**src/source/line_code_pkg.sv**
```systemverilog
`default_nettype none

package line_code_pkg;

    localparam int byte_width = 8;

    // One lane character, data byte or code group.
    typedef logic [byte_width-1:0] lane_byte_t;

    // Host control characters, XGMII encoding.
    localparam lane_byte_t char_idle  = 8'h07;
    localparam lane_byte_t char_start = 8'hfb;
    localparam lane_byte_t char_term  = 8'hfd;
    localparam lane_byte_t char_error = 8'hfe;

    // Idle code groups, before 8b/10b.
    localparam lane_byte_t code_k = 8'hbc;  // K28.5
    localparam lane_byte_t code_a = 8'h7c;  // K28.3
    localparam lane_byte_t code_r = 8'h1c;  // K28.0

    // Value shown on the lane before any byte is sampled.
    localparam lane_byte_t code_none = 8'h00;

endpackage

`default_nettype wire

```
**src/source/idle_seq_pkg.sv**
```systemverilog
`default_nettype none

package idle_seq_pkg;

    localparam int lfsr_width  = 7;
    localparam int count_width = 5;

    // Pseudo-random register, x^7 + x^6 + 1.
    typedef logic [lfsr_width-1:0] lfsr_t;

    // Countdown between A characters.
    typedef logic [count_width-1:0] count_t;

    localparam lfsr_t  lfsr_seed  = 7'h02;
    localparam count_t count_zero = 5'd0;

endpackage

`default_nettype wire

```
**src/source/lane_char_if.sv**
```systemverilog
`timescale 1ns/100ps
`default_nettype none

interface lane_char_if;

    // Character byte, or char_error for an unknown control byte.
    line_code_pkg::lane_byte_t char_byte;
    logic                      ctrl;
    logic                      idle;
    logic                      valid;

    modport src (
        output char_byte,
        output ctrl,
        output idle,
        output valid
    );

    modport sink (
        input char_byte,
        input ctrl,
        input idle,
        input valid
    );

endinterface

`default_nettype wire

```
**src/source/tx_char_decode.sv**
```systemverilog
`timescale 1ns/100ps
`default_nettype none

module tx_char_decode (
    input  logic                      clk,
    input  logic                      rst,
    input  logic                      clk_en,
    input  line_code_pkg::lane_byte_t txd,
    input  logic                      txc,
    lane_char_if.src                  char_out
);

    line_code_pkg::lane_byte_t next_byte;
    logic                      next_ctrl;
    logic                      next_idle;

    // Classify the host byte.
    always_comb begin
        next_byte = txd;
        next_ctrl = txc;
        next_idle = 1'b0;
        if (txc) begin
            case (txd)
                line_code_pkg::char_start,
                line_code_pkg::char_term,
                line_code_pkg::char_error: begin
                    next_byte = txd;
                end
                line_code_pkg::char_idle: begin
                    next_idle = 1'b1;
                end
                default: begin
                    next_byte = line_code_pkg::char_error;
                end
            endcase
        end
    end

    always_ff @(posedge clk) begin
        if (rst) begin
            char_out.valid <= 1'b0;
            char_out.idle  <= 1'b0;
        end else if (clk_en) begin
            char_out.valid <= 1'b1;
            char_out.idle  <= next_idle;
        end
    end

    // Payload.
    always_ff @(posedge clk) begin
        if (clk_en) begin
            char_out.char_byte <= next_byte;
            char_out.ctrl      <= next_ctrl;
        end
    end

endmodule

`default_nettype wire

```
**src/source/idle_seq_gen.sv**
```systemverilog
`timescale 1ns/100ps
`default_nettype none

module idle_seq_gen (
    input  logic clk,
    input  logic rst,
    input  logic clk_en,
    input  logic send_idle,
    output logic send_k,
    output logic send_a,
    output logic send_r
);

    idle_seq_pkg::lfsr_t  lfsr;
    idle_seq_pkg::count_t down_cnt;
    logic                 idle_dly;
    logic                 cnt_zero;
    logic                 rand_bit;

    assign cnt_zero = (down_cnt == idle_seq_pkg::count_zero);
    assign rand_bit = lfsr[0];

    // Runs on every enabled cycle, idle or not.
    always_ff @(posedge clk) begin
        if (rst) begin
            lfsr <= idle_seq_pkg::lfsr_seed;
        end else if (clk_en) begin
            lfsr <= {lfsr[6] ^ lfsr[0], lfsr[6:1]};
        end
    end

    always_ff @(posedge clk) begin
        if (rst) begin
            down_cnt <= idle_seq_pkg::count_zero;
        end else if (clk_en) begin
            if (cnt_zero) begin
                down_cnt <= lfsr[4:0];
            end else begin
                down_cnt <= down_cnt - 1'b1;
            end
        end
    end

    always_ff @(posedge clk) begin
        if (rst) begin
            idle_dly <= 1'b0;
        end else if (clk_en) begin
            idle_dly <= send_idle;
        end
    end

    // One-hot choice per idle character; all low otherwise.
    always_ff @(posedge clk) begin
        if (rst) begin
            send_k <= 1'b0;
            send_a <= 1'b0;
            send_r <= 1'b0;
        end else if (clk_en) begin
            send_k <= send_idle & (!idle_dly | (!cnt_zero & rand_bit));
            send_a <= send_idle & idle_dly & cnt_zero;
            send_r <= send_idle & idle_dly & !cnt_zero & !rand_bit;
        end
    end

endmodule

`default_nettype wire

```
**src/source/tx_code_select.sv**
```systemverilog
`timescale 1ns/100ps
`default_nettype none

module tx_code_select (
    input  logic                       clk,
    input  logic                       rst,
    input  logic                       clk_en,
    lane_char_if.sink                  char_in,
    input  logic                       send_k,
    input  logic                       send_a,
    input  logic                       send_r,
    output line_code_pkg::lane_byte_t  tx_code,
    output logic                       tx_k
);

    line_code_pkg::lane_byte_t stage_byte;
    logic                      stage_ctrl;
    logic                      stage_valid;
    line_code_pkg::lane_byte_t next_code;
    logic                      next_k;

    // Hold one character to meet the idle choice.
    always_ff @(posedge clk) begin
        if (rst) begin
            stage_valid <= 1'b0;
        end else if (clk_en) begin
            stage_valid <= char_in.valid;
        end
    end

    always_ff @(posedge clk) begin
        if (clk_en) begin
            stage_byte <= char_in.char_byte;
            stage_ctrl <= char_in.ctrl;
        end
    end

    always_comb begin
        next_code = stage_byte;
        next_k    = stage_ctrl;
        if (!stage_valid) begin
            next_code = line_code_pkg::code_none;
            next_k    = 1'b0;
        end else if (send_k) begin
            next_code = line_code_pkg::code_k;
            next_k    = 1'b1;
        end else if (send_a) begin
            next_code = line_code_pkg::code_a;
            next_k    = 1'b1;
        end else if (send_r) begin
            next_code = line_code_pkg::code_r;
            next_k    = 1'b1;
        end
    end

    always_ff @(posedge clk) begin
        if (rst) begin
            tx_code <= line_code_pkg::code_none;
            tx_k    <= 1'b0;
        end else if (clk_en) begin
            tx_code <= next_code;
            tx_k    <= next_k;
        end
    end

endmodule

`default_nettype wire

```
**src/source/xaui_tx_lane.sv**
```systemverilog
`timescale 1ns/100ps
`default_nettype none

module xaui_tx_lane (
    input  logic                      clk,
    input  logic                      rst,
    input  logic                      clk_en,
    input  logic                      txc,
    input  line_code_pkg::lane_byte_t txd,
    output line_code_pkg::lane_byte_t tx_code,
    output logic                      tx_k
);

    logic send_k;
    logic send_a;
    logic send_r;

    lane_char_if dec_if ();

    tx_char_decode u_decode (
        .clk      (clk),
        .rst      (rst),
        .clk_en   (clk_en),
        .txd      (txd),
        .txc      (txc),
        .char_out (dec_if.src)
    );

    // Idle bit comes registered from decode.
    idle_seq_gen u_idle (
        .clk       (clk),
        .rst       (rst),
        .clk_en    (clk_en),
        .send_idle (dec_if.idle),
        .send_k    (send_k),
        .send_a    (send_a),
        .send_r    (send_r)
    );

    tx_code_select u_select (
        .clk     (clk),
        .rst     (rst),
        .clk_en  (clk_en),
        .char_in (dec_if.sink),
        .send_k  (send_k),
        .send_a  (send_a),
        .send_r  (send_r),
        .tx_code (tx_code),
        .tx_k    (tx_k)
    );

endmodule

`default_nettype wire

```
**config.mk**
```make
export PLATFORM = sky130hd
export DESIGN_NAME = xaui_tx_lane
export DESIGN_NICKNAME = d
export VERILOG_FILES = /design/src/source/line_code_pkg.sv /design/src/source/idle_seq_pkg.sv /design/src/source/lane_char_if.sv /design/src/source/tx_char_decode.sv /design/src/source/idle_seq_gen.sv /design/src/source/tx_code_select.sv /design/src/source/xaui_tx_lane.sv
export SDC_FILE = /design/constraint.sdc
export NUM_CORES = 1
export LEC_CHECK = 0
export ABC_AREA = 1
export BUFFER_PORTS_ARGS = -buffer_cell sky130_fd_sc_hd__buf_2
export CAP_MARGIN = 20
export CORE_ASPECT_RATIO = 0.7
export CORE_UTILIZATION = 31
export CTS_CLUSTER_DIAMETER = 120
export CTS_CLUSTER_SIZE = 25
export DETAILED_ROUTE_END_ITERATION = 6
export PLACE_DENSITY = 0.55
export SLEW_MARGIN = 20
export SYNTH_ARGS = -nofsm -noshare
export SYNTH_HDL_FRONTEND = slang
export SYNTH_HIERARCHICAL = 1
export SYNTH_SLANG_ARGS = --single-unit
export TNS_END_PERCENT = 5
```
**constraint.sdc**
```tcl
create_clock -name clk -period 4.17 [get_ports clk]
set_clock_uncertainty 0.2 [all_clocks]
set_input_delay 0.6255 -clock clk [delete_from_list [all_inputs] [get_ports clk]]
set_output_delay 0.6255 -clock clk [all_outputs]
set_load 0.02 [all_outputs]
```
==> After elaboration in Yosys (flattened, before gate mapping) <==
Index checks and enable logic that the tools add are counted.
{ "op_classes": {"n_bitwise": 8, "add_sub_neg": 1, "eq_ne": 4, "reduce_logical": 5, "mux": 13} }
{ "ops": {"columns": ["op", "n"], "rows": [
  ["two-way mux 8 bit", 6],
  ["== test 8 bit (second input constant)", 3],
  ["== test 8 x 3 -> 1 bit (second input constant)", 1],
  ["AND 1 bit", 6],
  ["two-way mux 1 bit", 6],
  ["logical NOT 5 bit", 1],
  ["two-way mux 5 bit", 1],
  ["subtractor 5 x 1 -> 5 bit (second input constant)", 1],
  ["OR reduction 4 bit", 1],
  ["logical NOT 1 bit", 3],
  ["OR 1 bit", 1],
  ["XOR 1 bit", 1]
]} }
{ "totals": {"out_inout_bits": 9, "register_bits": 46} }

==> Depth between registers and ports, before layout <==
Gate-level depths: netlist of the first run.
{ "logic_depth": {"ltp_word": 5, "ltp_mapped": 8} }

==> By module <==
Netlist of the first run, hierarchy kept.
{ "modules_own_cells": {"columns": ["mod", "area_each_um2", "cells_each", "seq_area_each_um2", "n_inst"], "rows": [
  ["idle_seq_gen", 711.9, 97, 320.3, 1],
  ["tx_code_select", 699.4, 71, 470.5, 1],
  ["tx_char_decode", 499.2, 50, 310.3, 1]
]} }

==> Least setup slack after synthesis of the first run <==
No wires, ideal clock.
{ "synth_timing": {"path_type": "input to register", "from": "input txd[3]", "to": "register u_decode.char_out.char_byte[2], data pin", "setup_time_ps": 261, "n_path_buf": 0, "required_time_ps": 3709, "arrival_time_ps": 1051, "path_stages": 6, "setup_slack_ps": 2658, "cell_sequence": "inv_2 > nand2_1 > nor2_2 > nand2_2 > nand2_4 > o21ai_0"} }
{ "synth_via": {"elab_chain_len": 4} }
{ "synth_rtl": {"columns": ["item", "line_no", "source"], "rows": [
  ["from (decl)", "xaui_tx_lane.sv:9", "input line_code_pkg::lane_byte_t txd,"],
  ["== test 8 bit or == test 8 x 3 -> 1 bit (tied branches)", "tx_char_decode.sv:23", "case (txd)"],
  ["OR reduction 4 bit (no source line) *", null, null],
  ["two-way mux 8 bit *", "tx_char_decode.sv:23", null],
  ["two-way mux 8 bit *", "tx_char_decode.sv:22", "if (txc) begin"],
  ["named net u_decode.next_byte[2]", "tx_char_decode.sv:13", "line_code_pkg::lane_byte_t next_byte;"],
  ["to (signal assigned)", "tx_char_decode.sv:52", "char_out.char_byte <= next_byte;"],
  ["to (decl)", "lane_char_if.sv:13", "output char_byte,"]
]} }
The timed path passes the listed nets; every way through them passes the cells marked *.
A chain may end at the register's enable or synchronous reset.

==> flow_summary.html, run 1 <==
<table>
<tr><th>Metric</th><th>Value</th></tr>
<tr><th colspan="2">Outcome</th></tr>
<tr><td>Outcome</td><td>finished, final reports clean</td></tr>
<tr><th colspan="2">Synthesis</th></tr>
<tr><td>Cell taking the most area after synthesis</td><td>sky130_fd_sc_hd__dfxtp_1</td></tr>
<tr><td>Share of synthesized area spent on multiplexers</td><td>0%</td></tr>
<tr><td>Post-synth net total</td><td>231</td></tr>
<tr><td>Synth Register Bits</td><td>46</td></tr>
<tr><td>Yosys top cell area share</td><td>29.3%</td></tr>
<tr><td>Parity-gate share of the synthesized area counting xor and xnor cells</td><td>0%</td></tr>
<tr><td>Synthesized-area fraction occupied by ao, oa, aoi and oai cells</td><td>11.6%</td></tr>
<tr><td>Synthesized-area fraction occupied by and/or/nand/nor cells</td><td>between 20% and 30%</td></tr>
<tr><td>Fraction of the mapped netlist area in adder cells</td><td>less than 1%</td></tr>
<tr><td>Main combinational cell family by area after synthesis</td><td>simple AND/OR/NAND/NOR gates</td></tr>
<tr><td>Instance count of the mapped netlist</td><td>between 200 and 250</td></tr>
<tr><td>Cell area after technology mapping</td><td>1910 um2</td></tr>
<tr><td>Number of unique standard cell types used by synthesis</td><td>26</td></tr>
<tr><td>Per-instance average area after synthesis</td><td>8.76 um2</td></tr>
<tr><td>Share of synthesized area occupied by flip-flops and latches</td><td>between 50 and 60%</td></tr>
<tr><td>Synth Warn #</td><td>6</td></tr>
<tr><td>Most area-consuming cells after synthesis</td><td>sky130_fd_sc_hd__dfxtp_1 29%, sky130_fd_sc_hd__edfxtp_1 28%, sky130_fd_sc_hd__nand2_1 10%</td></tr>
<tr><th colspan="2">Route</th></tr>
<tr><td>Uppermost signal routing layer after detailed routing</td><td>met4</td></tr>
<tr><td>TritonRoute pass-1 iters</td><td>4</td></tr>
<tr><td>Total routed wire length on the met1 layer</td><td>1920 um</td></tr>
<tr><td>Routed via count</td><td>1385</td></tr>
<tr><td>Routed length per instance</td><td>10.6 um</td></tr>
<tr><td>DR WL met3</td><td>135 um</td></tr>
<tr><td>Total wirelength of the detailed-routed design</td><td>3340 um</td></tr>
<tr><td>Count of routing violations after the opening detailed-route iteration</td><td>49</td></tr>
<tr><td>Post-detailed-route DRC marker count</td><td>0</td></tr>
<tr><td>Post-detailed-route via-to-cell ratio</td><td>about 4.4</td></tr>
<tr><td>Remaining antenna violation count</td><td>0</td></tr>
<tr><td>Met2 WL post-DR</td><td>1230 um</td></tr>
<tr><th colspan="2">Finish</th></tr>
<tr><td>Count of placed standard cells in the final layout, fillers left out</td><td>316</td></tr>
<tr><td>Fraction of final layout cells sized beyond drive strength 1</td><td>a little under a fifth</td></tr>
<tr><td>Most common cell after layout, fill and taps aside</td><td>sky130_fd_sc_hd__nand2_1</td></tr>
<tr><td>Antenna diodes</td><td>0</td></tr>
<tr><td>Commonest cells after routing, fill and taps aside</td><td>52 x sky130_fd_sc_hd__nand2_1, 28 x sky130_fd_sc_hd__dfxtp_1, 26 x sky130_fd_sc_hd__a21oi_1</td></tr>
<tr><td>Number of inserted filler cells in the final layout</td><td>roughly 610</td></tr>
<tr><td>Layout net count</td><td>between 200 and 300</td></tr>
<tr><td>Syn-to-layout area delta</td><td>13.6%</td></tr>
<tr><th colspan="2">Global route</th></tr>
<tr><td>Initial antenna violation count</td><td>0</td></tr>
<tr><td>Overall track demand over capacity in global routing</td><td>about 12%</td></tr>
<tr><td>Maximum number of pins on one net before global-route repair</td><td>41</td></tr>
<tr><td>Total overflow reported by the global router</td><td>0</td></tr>
<tr><td>Vias in the first global route</td><td>1246</td></tr>
<tr><td>First-pass GRT wire length</td><td>5780 um</td></tr>
<tr><th colspan="2">Die</th></tr>
<tr><td>Ports</td><td>21</td></tr>
<tr><td>Starting density of the core</td><td>between 30% and 40%</td></tr>
<tr><td>Total core area</td><td>5840 um2</td></tr>
<tr><td>Total Die Area</td><td>6490 um2</td></tr>
<tr><td>Overall die width</td><td>between 90 and 100 um</td></tr>
<tr><td>DIE HEIGHT</td><td>67.7 um</td></tr>
<tr><td># rows</td><td>23</td></tr>
<tr><th colspan="2">Pwr</th></tr>
<tr><td>Overall power after layout</td><td>0.892 mW</td></tr>
<tr><td>Maximum resistive drop on vdd</td><td>0.149 mV</td></tr>
<tr><td>Leak</td><td>0.898 nW</td></tr>
<tr><td>Power density over the cells</td><td>411 nW/um2</td></tr>
<tr><th colspan="2">Critical path</th></tr>
<tr><td>Cell with the biggest individual delay on the critical path</td><td>sky130_fd_sc_hd__buf_2</td></tr>
<tr><td>Crit-path leading delay family</td><td>buffers and inverters</td></tr>
<tr><td>Crit path kind</td><td>primary input to flop</td></tr>
<tr><td>Buffer and inverter count on the worst path</td><td>2</td></tr>
<tr><td>Kind of start point of the critical path</td><td>primary input</td></tr>
<tr><td>Crit end category</td><td>flop</td></tr>
<tr><td>Delay of the slowest cell on the worst path</td><td>570 ps</td></tr>
<tr><td>Req. time, crit path</td><td>4150 ps</td></tr>
<tr><td>Crit Path Max Fanout</td><td>40</td></tr>
<tr><td>Ordered cell list for the critical path</td><td>buf_2 -&gt; clkinv_1 -&gt; nand2_1 -&gt; a21oi_2</td></tr>
<tr><td>WP data arrival</td><td>1920 ps</td></tr>
<tr><th colspan="2">Clock tree</th></tr>
<tr><td>Clock tree buffer depth</td><td>2</td></tr>
<tr><td>Clock sink count</td><td>46</td></tr>
<tr><td>CTS Root Cell</td><td>sky130_fd_sc_hd__clkbuf_8</td></tr>
<tr><td>TritonCTS clock tree</td><td>yes</td></tr>
<tr><td>Clock latency on the worst-skew pair</td><td>300 ps</td></tr>
<tr><td>Number of post-CTS setup repair buffers</td><td>0</td></tr>
<tr><td>Clock-pin slew on the worst setup and hold paths</td><td>90 ps</td></tr>
<tr><td>Number of CTS-inserted buffers</td><td>5</td></tr>
<tr><td>Deepest level of the CTS H-tree</td><td>2</td></tr>
<tr><td>CTS hold repair buffers</td><td>0</td></tr>
<tr><td>Number of gates given a new drive strength after cts</td><td>0</td></tr>
<tr><th colspan="2">Run</th></tr>
<tr><td>Count of maximum capacitance violations</td><td>0</td></tr>
<tr><th colspan="2">STA</th></tr>
<tr><td>Rel. slew slack</td><td>50.9%</td></tr>
<tr><td>Setup repair after global routing missed its margin</td><td>no</td></tr>
<tr><td>Min Tclk post-route</td><td>1940 ps</td></tr>
<tr><td>Highest attainable clock frequency</td><td>515 MHz</td></tr>
<tr><td>Final setup viols</td><td>0</td></tr>
<tr><td>Slew Limit Fails</td><td>0</td></tr>
<tr><td>Count of final hold-check violations</td><td>0</td></tr>
<tr><td>Worst Hold Margin</td><td>231 ps</td></tr>
<tr><td>Final sum of negative setup slack</td><td>0 ps</td></tr>
<tr><td>Slew @ Worst Pin</td><td>approximately 740 ps</td></tr>
<tr><td>Final Cycle Share</td><td>46.5%</td></tr>
<tr><th colspan="2">Placed design</th></tr>
<tr><td>Global placement routability congestion</td><td>between 0.7 and 0.8</td></tr>
<tr><td>Number of buffer cells added on primary ports</td><td>20</td></tr>
<tr><td>Placed cells</td><td>between 300 and 400</td></tr>
<tr><td>HPWL after detailed placement</td><td>2380 um</td></tr>
<tr><th colspan="2">Min path</th></tr>
<tr><td>Tightest Hold Check Type</td><td>flop to flop</td></tr>
</table>
-- cells in the mapped netlist --
cell	instances
sky130_fd_sc_hd__nand3_4	1
sky130_fd_sc_hd__nand4_1	2
sky130_fd_sc_hd__clkbuf_1	1
sky130_fd_sc_hd__nand3b_1	1
sky130_fd_sc_hd__clkinv_1	1
sky130_fd_sc_hd__edfxtp_1	18
sky130_fd_sc_hd__ha_1	1
sky130_fd_sc_hd__o21ai_0	13
sky130_fd_sc_hd__nand2_4	1
sky130_fd_sc_hd__nor2_2	6
sky130_fd_sc_hd__dfxtp_1	28
sky130_fd_sc_hd__o21ai_1	2
sky130_fd_sc_hd__buf_1	1
sky130_fd_sc_hd__a21oi_1	26
sky130_fd_sc_hd__nand2_2	3
sky130_fd_sc_hd__inv_1	24
sky130_fd_sc_hd__a21oi_2	1
sky130_fd_sc_hd__inv_2	3
sky130_fd_sc_hd__nor2_4	2
sky130_fd_sc_hd__nor2_1	12
sky130_fd_sc_hd__clkbuf_2	1
sky130_fd_sc_hd__nor3_1	4
sky130_fd_sc_hd__nand2_1	52
sky130_fd_sc_hd__nand3_1	11
sky130_fd_sc_hd__buf_4	2
sky130_fd_sc_hd__o21bai_1	1
-- final cells by class --
type	count	area [um2]	area share [%]
Clock buffer	5	68.8	3.17
Clock inverter	3	23.8	1.10
Inverter	28	105	4.84
Multi-Input combinational cell	139	677	31.2
Sequential cell	46	1100	50.7
Tap cell	75	93.8	4.33
Timing Repair Buffer	20	100	4.61
-- kinds of logic after synthesis --
group,count (synthesis)
simple gates,95
buf+inv,33
compound gates,43
flops,46
fa+ha+maj,1
-- stage by stage --
stage / instance area, um2 / setup slack (ps) / util, %
floorplan: 1910 / 2660 / -
global placement: 2080 / 1860 / 35.6
global route: 2170 / 2070 / 37.1
detailed placement: 2080 / 1870 / 35.6
CTS: 2170 / 2200 / 37.1
finish: 2170 / 2230 / 37.1
-- routing by layer --
| metal | up-vias | GRT usage, % |
|---|---|---|
| li1 | 754 | - |
| met1 | 599 | 17.3 |
| met2 | 27 | 16.0 |
| met3 | 5 | 3.38 |
| met4 | 0 | 6.72 |
| met5 | - | 0 |
-- power by group --
part / switching (mW) / internal [mW]
logic: 0.0671 / 0.0369
clock network: 0.158 / 0.120
registers: 0.0140 / 0.496
total: 0.239 / 0.653
-- final timing paths --
| check | startpoint | to | slack, ps | cells past startpoint |
|---|---|---|---|---|
| max | clk_en | u_select/tx_code[7] | 2230 | 4 |
| min | u_decode/char_out.char_byte[0] | u_select/stage_byte[0] | 230 | 0 |
| max reg2reg | u_idle/down_cnt[0] | u_idle/down_cnt[4] | 2630 | 6 |
| min reg2reg | u_decode/char_out.char_byte[0] | u_select/stage_byte[0] | 230 | 0 |
-- flip-flops by register name, indices dropped and copies added, names as in the netlist --
register / count
u_decode/char_out.idle: 1
u_select/tx_k: 1
u_select/tx_code: 8
u_idle/lfsr: 7
u_decode/char_out.valid: 1
u_idle/send_k: 1
u_idle/send_a: 1
u_select/stage_ctrl: 1
u_decode/char_out.char_byte: 8
u_select/stage_byte: 8
u_idle/idle_dly: 1
u_idle/send_r: 1
u_select/stage_valid: 1
u_idle/down_cnt: 5
u_decode/char_out.ctrl: 1
No activity file was read; power rests on OpenSTA's default activity.
==> inputs of run 2 (changes only) <==
==> constraint.sdc (replaced) <==
create_clock -name clk -period 1.8 [get_ports clk]
set_clock_uncertainty 0.2 [all_clocks]
set_input_delay 0.27 -clock clk [delete_from_list [all_inputs] [get_ports clk]]
set_output_delay 0.27 -clock clk [all_outputs]
set_load 0.02 [all_outputs]
==> run 2 against run 1 <==
  * Clock power is 130% higher
  * Worst setup slack worse by 1800 ps
  * Sequential cell count stayed put
  * Non-clock buffer count is 3 higher
  * First-iteration DRC count is 20% higher
  * Wire length hardly changed
  * Combinational power is 130% higher
  * Utilization is 0.41 points higher
  * Worst hold slack worse by 200 ps
  * Die area stayed put
  * Highest routed layer unchanged
  * Clock-buffer cell count stayed put
  * Register-to-register slack worse by 2200 ps
==> flow_summary.html, run 2 (synthesis results as in run 1) <==
<table>
<tr><th>Metric</th><th>Value</th></tr>
<tr><th colspan="2">Pwr</th></tr>
<tr><td>Maximum resistive drop on vdd</td><td>0.301 mV</td></tr>
<tr><td>Power density over the cells</td><td>944 nW/um2</td></tr>
<tr><td>Internal power contribution</td><td>1.52 mW</td></tr>
<tr><td>Part of the power in the clock network</td><td>between 30% and 40%</td></tr>
<tr><td>Leak</td><td>0.916 nW</td></tr>
<tr><td>Switching power of the nets</td><td>0.553 mW</td></tr>
<tr><td>Share of total power in sequential cells</td><td>57.0%</td></tr>
<tr><td>Sw frac</td><td>26.7%</td></tr>
<tr><td>Combinational share of power</td><td>11.7%</td></tr>
<tr><th colspan="2">Clock tree</th></tr>
<tr><td>Clock tree buffer depth</td><td>2</td></tr>
<tr><td>Clock-pin slew on the worst setup and hold paths</td><td>90 ps</td></tr>
<tr><td>Clock latency on the worst-skew pair</td><td>300 ps</td></tr>
<tr><td>CTS Root Cell</td><td>sky130_fd_sc_hd__clkbuf_8</td></tr>
<tr><td>CTS hold repair buffers</td><td>0</td></tr>
<tr><td>Number of gates given a new drive strength after cts</td><td>0</td></tr>
<tr><td>Deepest level of the CTS H-tree</td><td>2</td></tr>
<tr><td>TritonCTS clock tree</td><td>yes</td></tr>
<tr><td>Number of CTS-inserted buffers</td><td>5</td></tr>
<tr><td>Number of post-CTS setup repair buffers</td><td>0</td></tr>
<tr><td>Clock sink count</td><td>46</td></tr>
<tr><th colspan="2">Finish</th></tr>
<tr><td>Number of inserted filler cells in the final layout</td><td>609</td></tr>
<tr><td>Most common cell after layout, fill and taps aside</td><td>sky130_fd_sc_hd__nand2_1</td></tr>
<tr><td>Layout net count</td><td>between 200 and 300</td></tr>
<tr><td>Sequential standard cell area</td><td>1100 um2</td></tr>
<tr><td>Fraction of final layout cells sized beyond drive strength 1</td><td>19.7%</td></tr>
<tr><td>Regs by FF count</td><td>u_decode/char_out.char_byte (8), u_select/stage_byte (8), u_select/tx_code (8)</td></tr>
<tr><td>Antenna diodes</td><td>0</td></tr>
<tr><td>Core occupancy in the finished layout</td><td>37.5%</td></tr>
<tr><td>Commonest cells after routing, fill and taps aside</td><td>52 x sky130_fd_sc_hd__nand2_1, 28 x sky130_fd_sc_hd__dfxtp_1, 26 x sky130_fd_sc_hd__a21oi_1</td></tr>
<tr><td>Area of combinational cells with multiple inputs</td><td>677 um2</td></tr>
<tr><td>Syn-to-layout area delta</td><td>14.8%</td></tr>
<tr><th colspan="2">Die</th></tr>
<tr><td>Starting density of the core</td><td>32.7%</td></tr>
<tr><td>Ports</td><td>21</td></tr>
<tr><td>Total Die Area</td><td>6490 um2</td></tr>
<tr><td>Overall die width</td><td>95.8 um</td></tr>
<tr><td># rows</td><td>23</td></tr>
<tr><td>DIE HEIGHT</td><td>67.7 um</td></tr>
<tr><td>Total core area</td><td>5840 um2</td></tr>
<tr><th colspan="2">STA</th></tr>
<tr><td>Count of final hold-check violations</td><td>0</td></tr>
<tr><td>Highest attainable clock frequency</td><td>704 MHz</td></tr>
<tr><td>Final sum of negative setup slack</td><td>0 ps</td></tr>
<tr><td>Final Cycle Share</td><td>78.9%</td></tr>
<tr><td>Setup repair after global routing missed its margin</td><td>no</td></tr>
<tr><td>Rel. slew slack</td><td>81.9%</td></tr>
<tr><td>Slew Limit Fails</td><td>0</td></tr>
<tr><td>Slew @ Worst Pin</td><td>270 ps</td></tr>
<tr><td>Min Tclk post-route</td><td>1420 ps</td></tr>
<tr><td>Final setup viols</td><td>0</td></tr>
<tr><th colspan="2">Critical path</th></tr>
<tr><td>Cell with the biggest individual delay on the critical path</td><td>sky130_fd_sc_hd__dfxtp_1</td></tr>
<tr><td>Crit end category</td><td>flop</td></tr>
<tr><td>WP data arrival</td><td>1420 ps</td></tr>
<tr><td>Delay of the slowest cell on the worst path</td><td>310 ps</td></tr>
<tr><td>Crit Path Max Fanout</td><td>7</td></tr>
<tr><td>Crit path kind</td><td>flop to flop</td></tr>
<tr><td>Kind of start point of the critical path</td><td>flop</td></tr>
<tr><td>Ordered cell list for the critical path</td><td>inv_1 -&gt; ha_1 -&gt; nand3_4 -&gt; nand2_1 -&gt; o21ai_1 -&gt; o21ai_1 -&gt; inv_1</td></tr>
<tr><td>Req. time, crit path</td><td>1800 ps</td></tr>
<tr><th colspan="2">Global route</th></tr>
<tr><td>Maximum number of pins on one net before global-route repair</td><td>19</td></tr>
<tr><td>Overall track demand over capacity in global routing</td><td>between 10% and 20%</td></tr>
<tr><td>Initial antenna violation count</td><td>0</td></tr>
<tr><td>First-pass GRT wire length</td><td>5750 um</td></tr>
<tr><td>Vias in the first global route</td><td>1260</td></tr>
<tr><td>Total overflow reported by the global router</td><td>0</td></tr>
<tr><th colspan="2">Placed design</th></tr>
<tr><td>HPWL after detailed placement</td><td>2420 um</td></tr>
<tr><td>Number of buffer cells added on primary ports</td><td>20</td></tr>
<tr><td>Global placement routability congestion</td><td>between 0.7 and 0.8</td></tr>
<tr><th colspan="2">Route</th></tr>
<tr><td>Met2 WL post-DR</td><td>1210 um</td></tr>
<tr><td>DR WL met3</td><td>154 um</td></tr>
<tr><td>Routed length per instance</td><td>between 10 and 15 um</td></tr>
<tr><td>Uppermost signal routing layer after detailed routing</td><td>met4</td></tr>
<tr><td>Remaining antenna violation count</td><td>0</td></tr>
<tr><td>TritonRoute pass-1 iters</td><td>4</td></tr>
<tr><td>Post-detailed-route via-to-cell ratio</td><td>4.34</td></tr>
<tr><td>Routed via count</td><td>roughly 1.4k</td></tr>
<tr><td>Total routed wire length on the met1 layer</td><td>around 1900 um</td></tr>
<tr><td>Total wirelength of the detailed-routed design</td><td>~3300 um</td></tr>
<tr><td>Count of routing violations after the opening detailed-route iteration</td><td>59</td></tr>
<tr><td>Post-detailed-route DRC marker count</td><td>0</td></tr>
<tr><th colspan="2">Run</th></tr>
<tr><td>Count of maximum capacitance violations</td><td>0</td></tr>
<tr><th colspan="2">Min path</th></tr>
<tr><td>Tightest Hold Check Type</td><td>primary input to flop</td></tr>
<tr><th colspan="2">Outcome</th></tr>
<tr><td>Outcome</td><td>finished, final reports clean</td></tr>
</table>
## run 2: worst paths after layout
kind | startpoint | endpoint | slack [ps] | depth (start not counted)
worst min register to register | u_decode/char_out.char_byte[5] | u_select/stage_byte[5] | 220 | 0
worst min-delay path | rst | u_idle/down_cnt[3] | 30 | 2
worst max register to register | u_idle/down_cnt[0] | u_idle/down_cnt[0] | 380 | 7
worst max-delay path | u_idle/down_cnt[0] | u_idle/down_cnt[0] | 380 | 7
## run 2: worst max-delay path: cells and delay by family (launching register included)
family	cells	cell delay, ps
buffers and inverters	2	150
DFF	1	310
adders and majority gates	1	290
and+or+nand+nor	2	210
AOI/OAI and AO/OA	2	160
## run 2: cell type report
class                           instances  share of cell area (%)
Tap cell                               75                    4.28
Inverter                               28                    4.79
Multi-Input combinational cell        139                    30.9
Clock inverter                          3                    1.14
Clock buffer                            5                    3.14
Sequential cell                        46                    50.2
Timing Repair Buffer                   23                    5.59
## run 2: metrics by stage
step | worst slack (ps) | total power [mW] | area (um2) | cells | hold slack (ps)
floorplan | 468 | 1.38 | 1910 | 218 | 142
global placement | 402 | 1.45 | 2100 | 311 | 205
detailed placement | 385 | 1.45 | 2100 | 311 | 205
CTS | 373 | 2.10 | 2190 | 319 | 11.6
global route | 229 | 2.17 | 2190 | 319 | 18.2
finish | 380 | 2.07 | 2190 | 319 | 27.0
## run 2: layer usage
layer	GRT usage, %	vias up
met5	0	-
met4	5.60	0
met3	3.04	7
met2	17.0	27
met1	16.8	593
li1	-	758
## run 2: power groups by stage
stage,logic (mW),clock network [mW],registers [mW]
floorplan,0.178,0,1.20
global placement,0.242,0,1.21
detailed placement,0.244,0,1.21
CTS,0.245,0.670,1.18
global route,0.279,0.706,1.19
finish,0.243,0.647,1.18
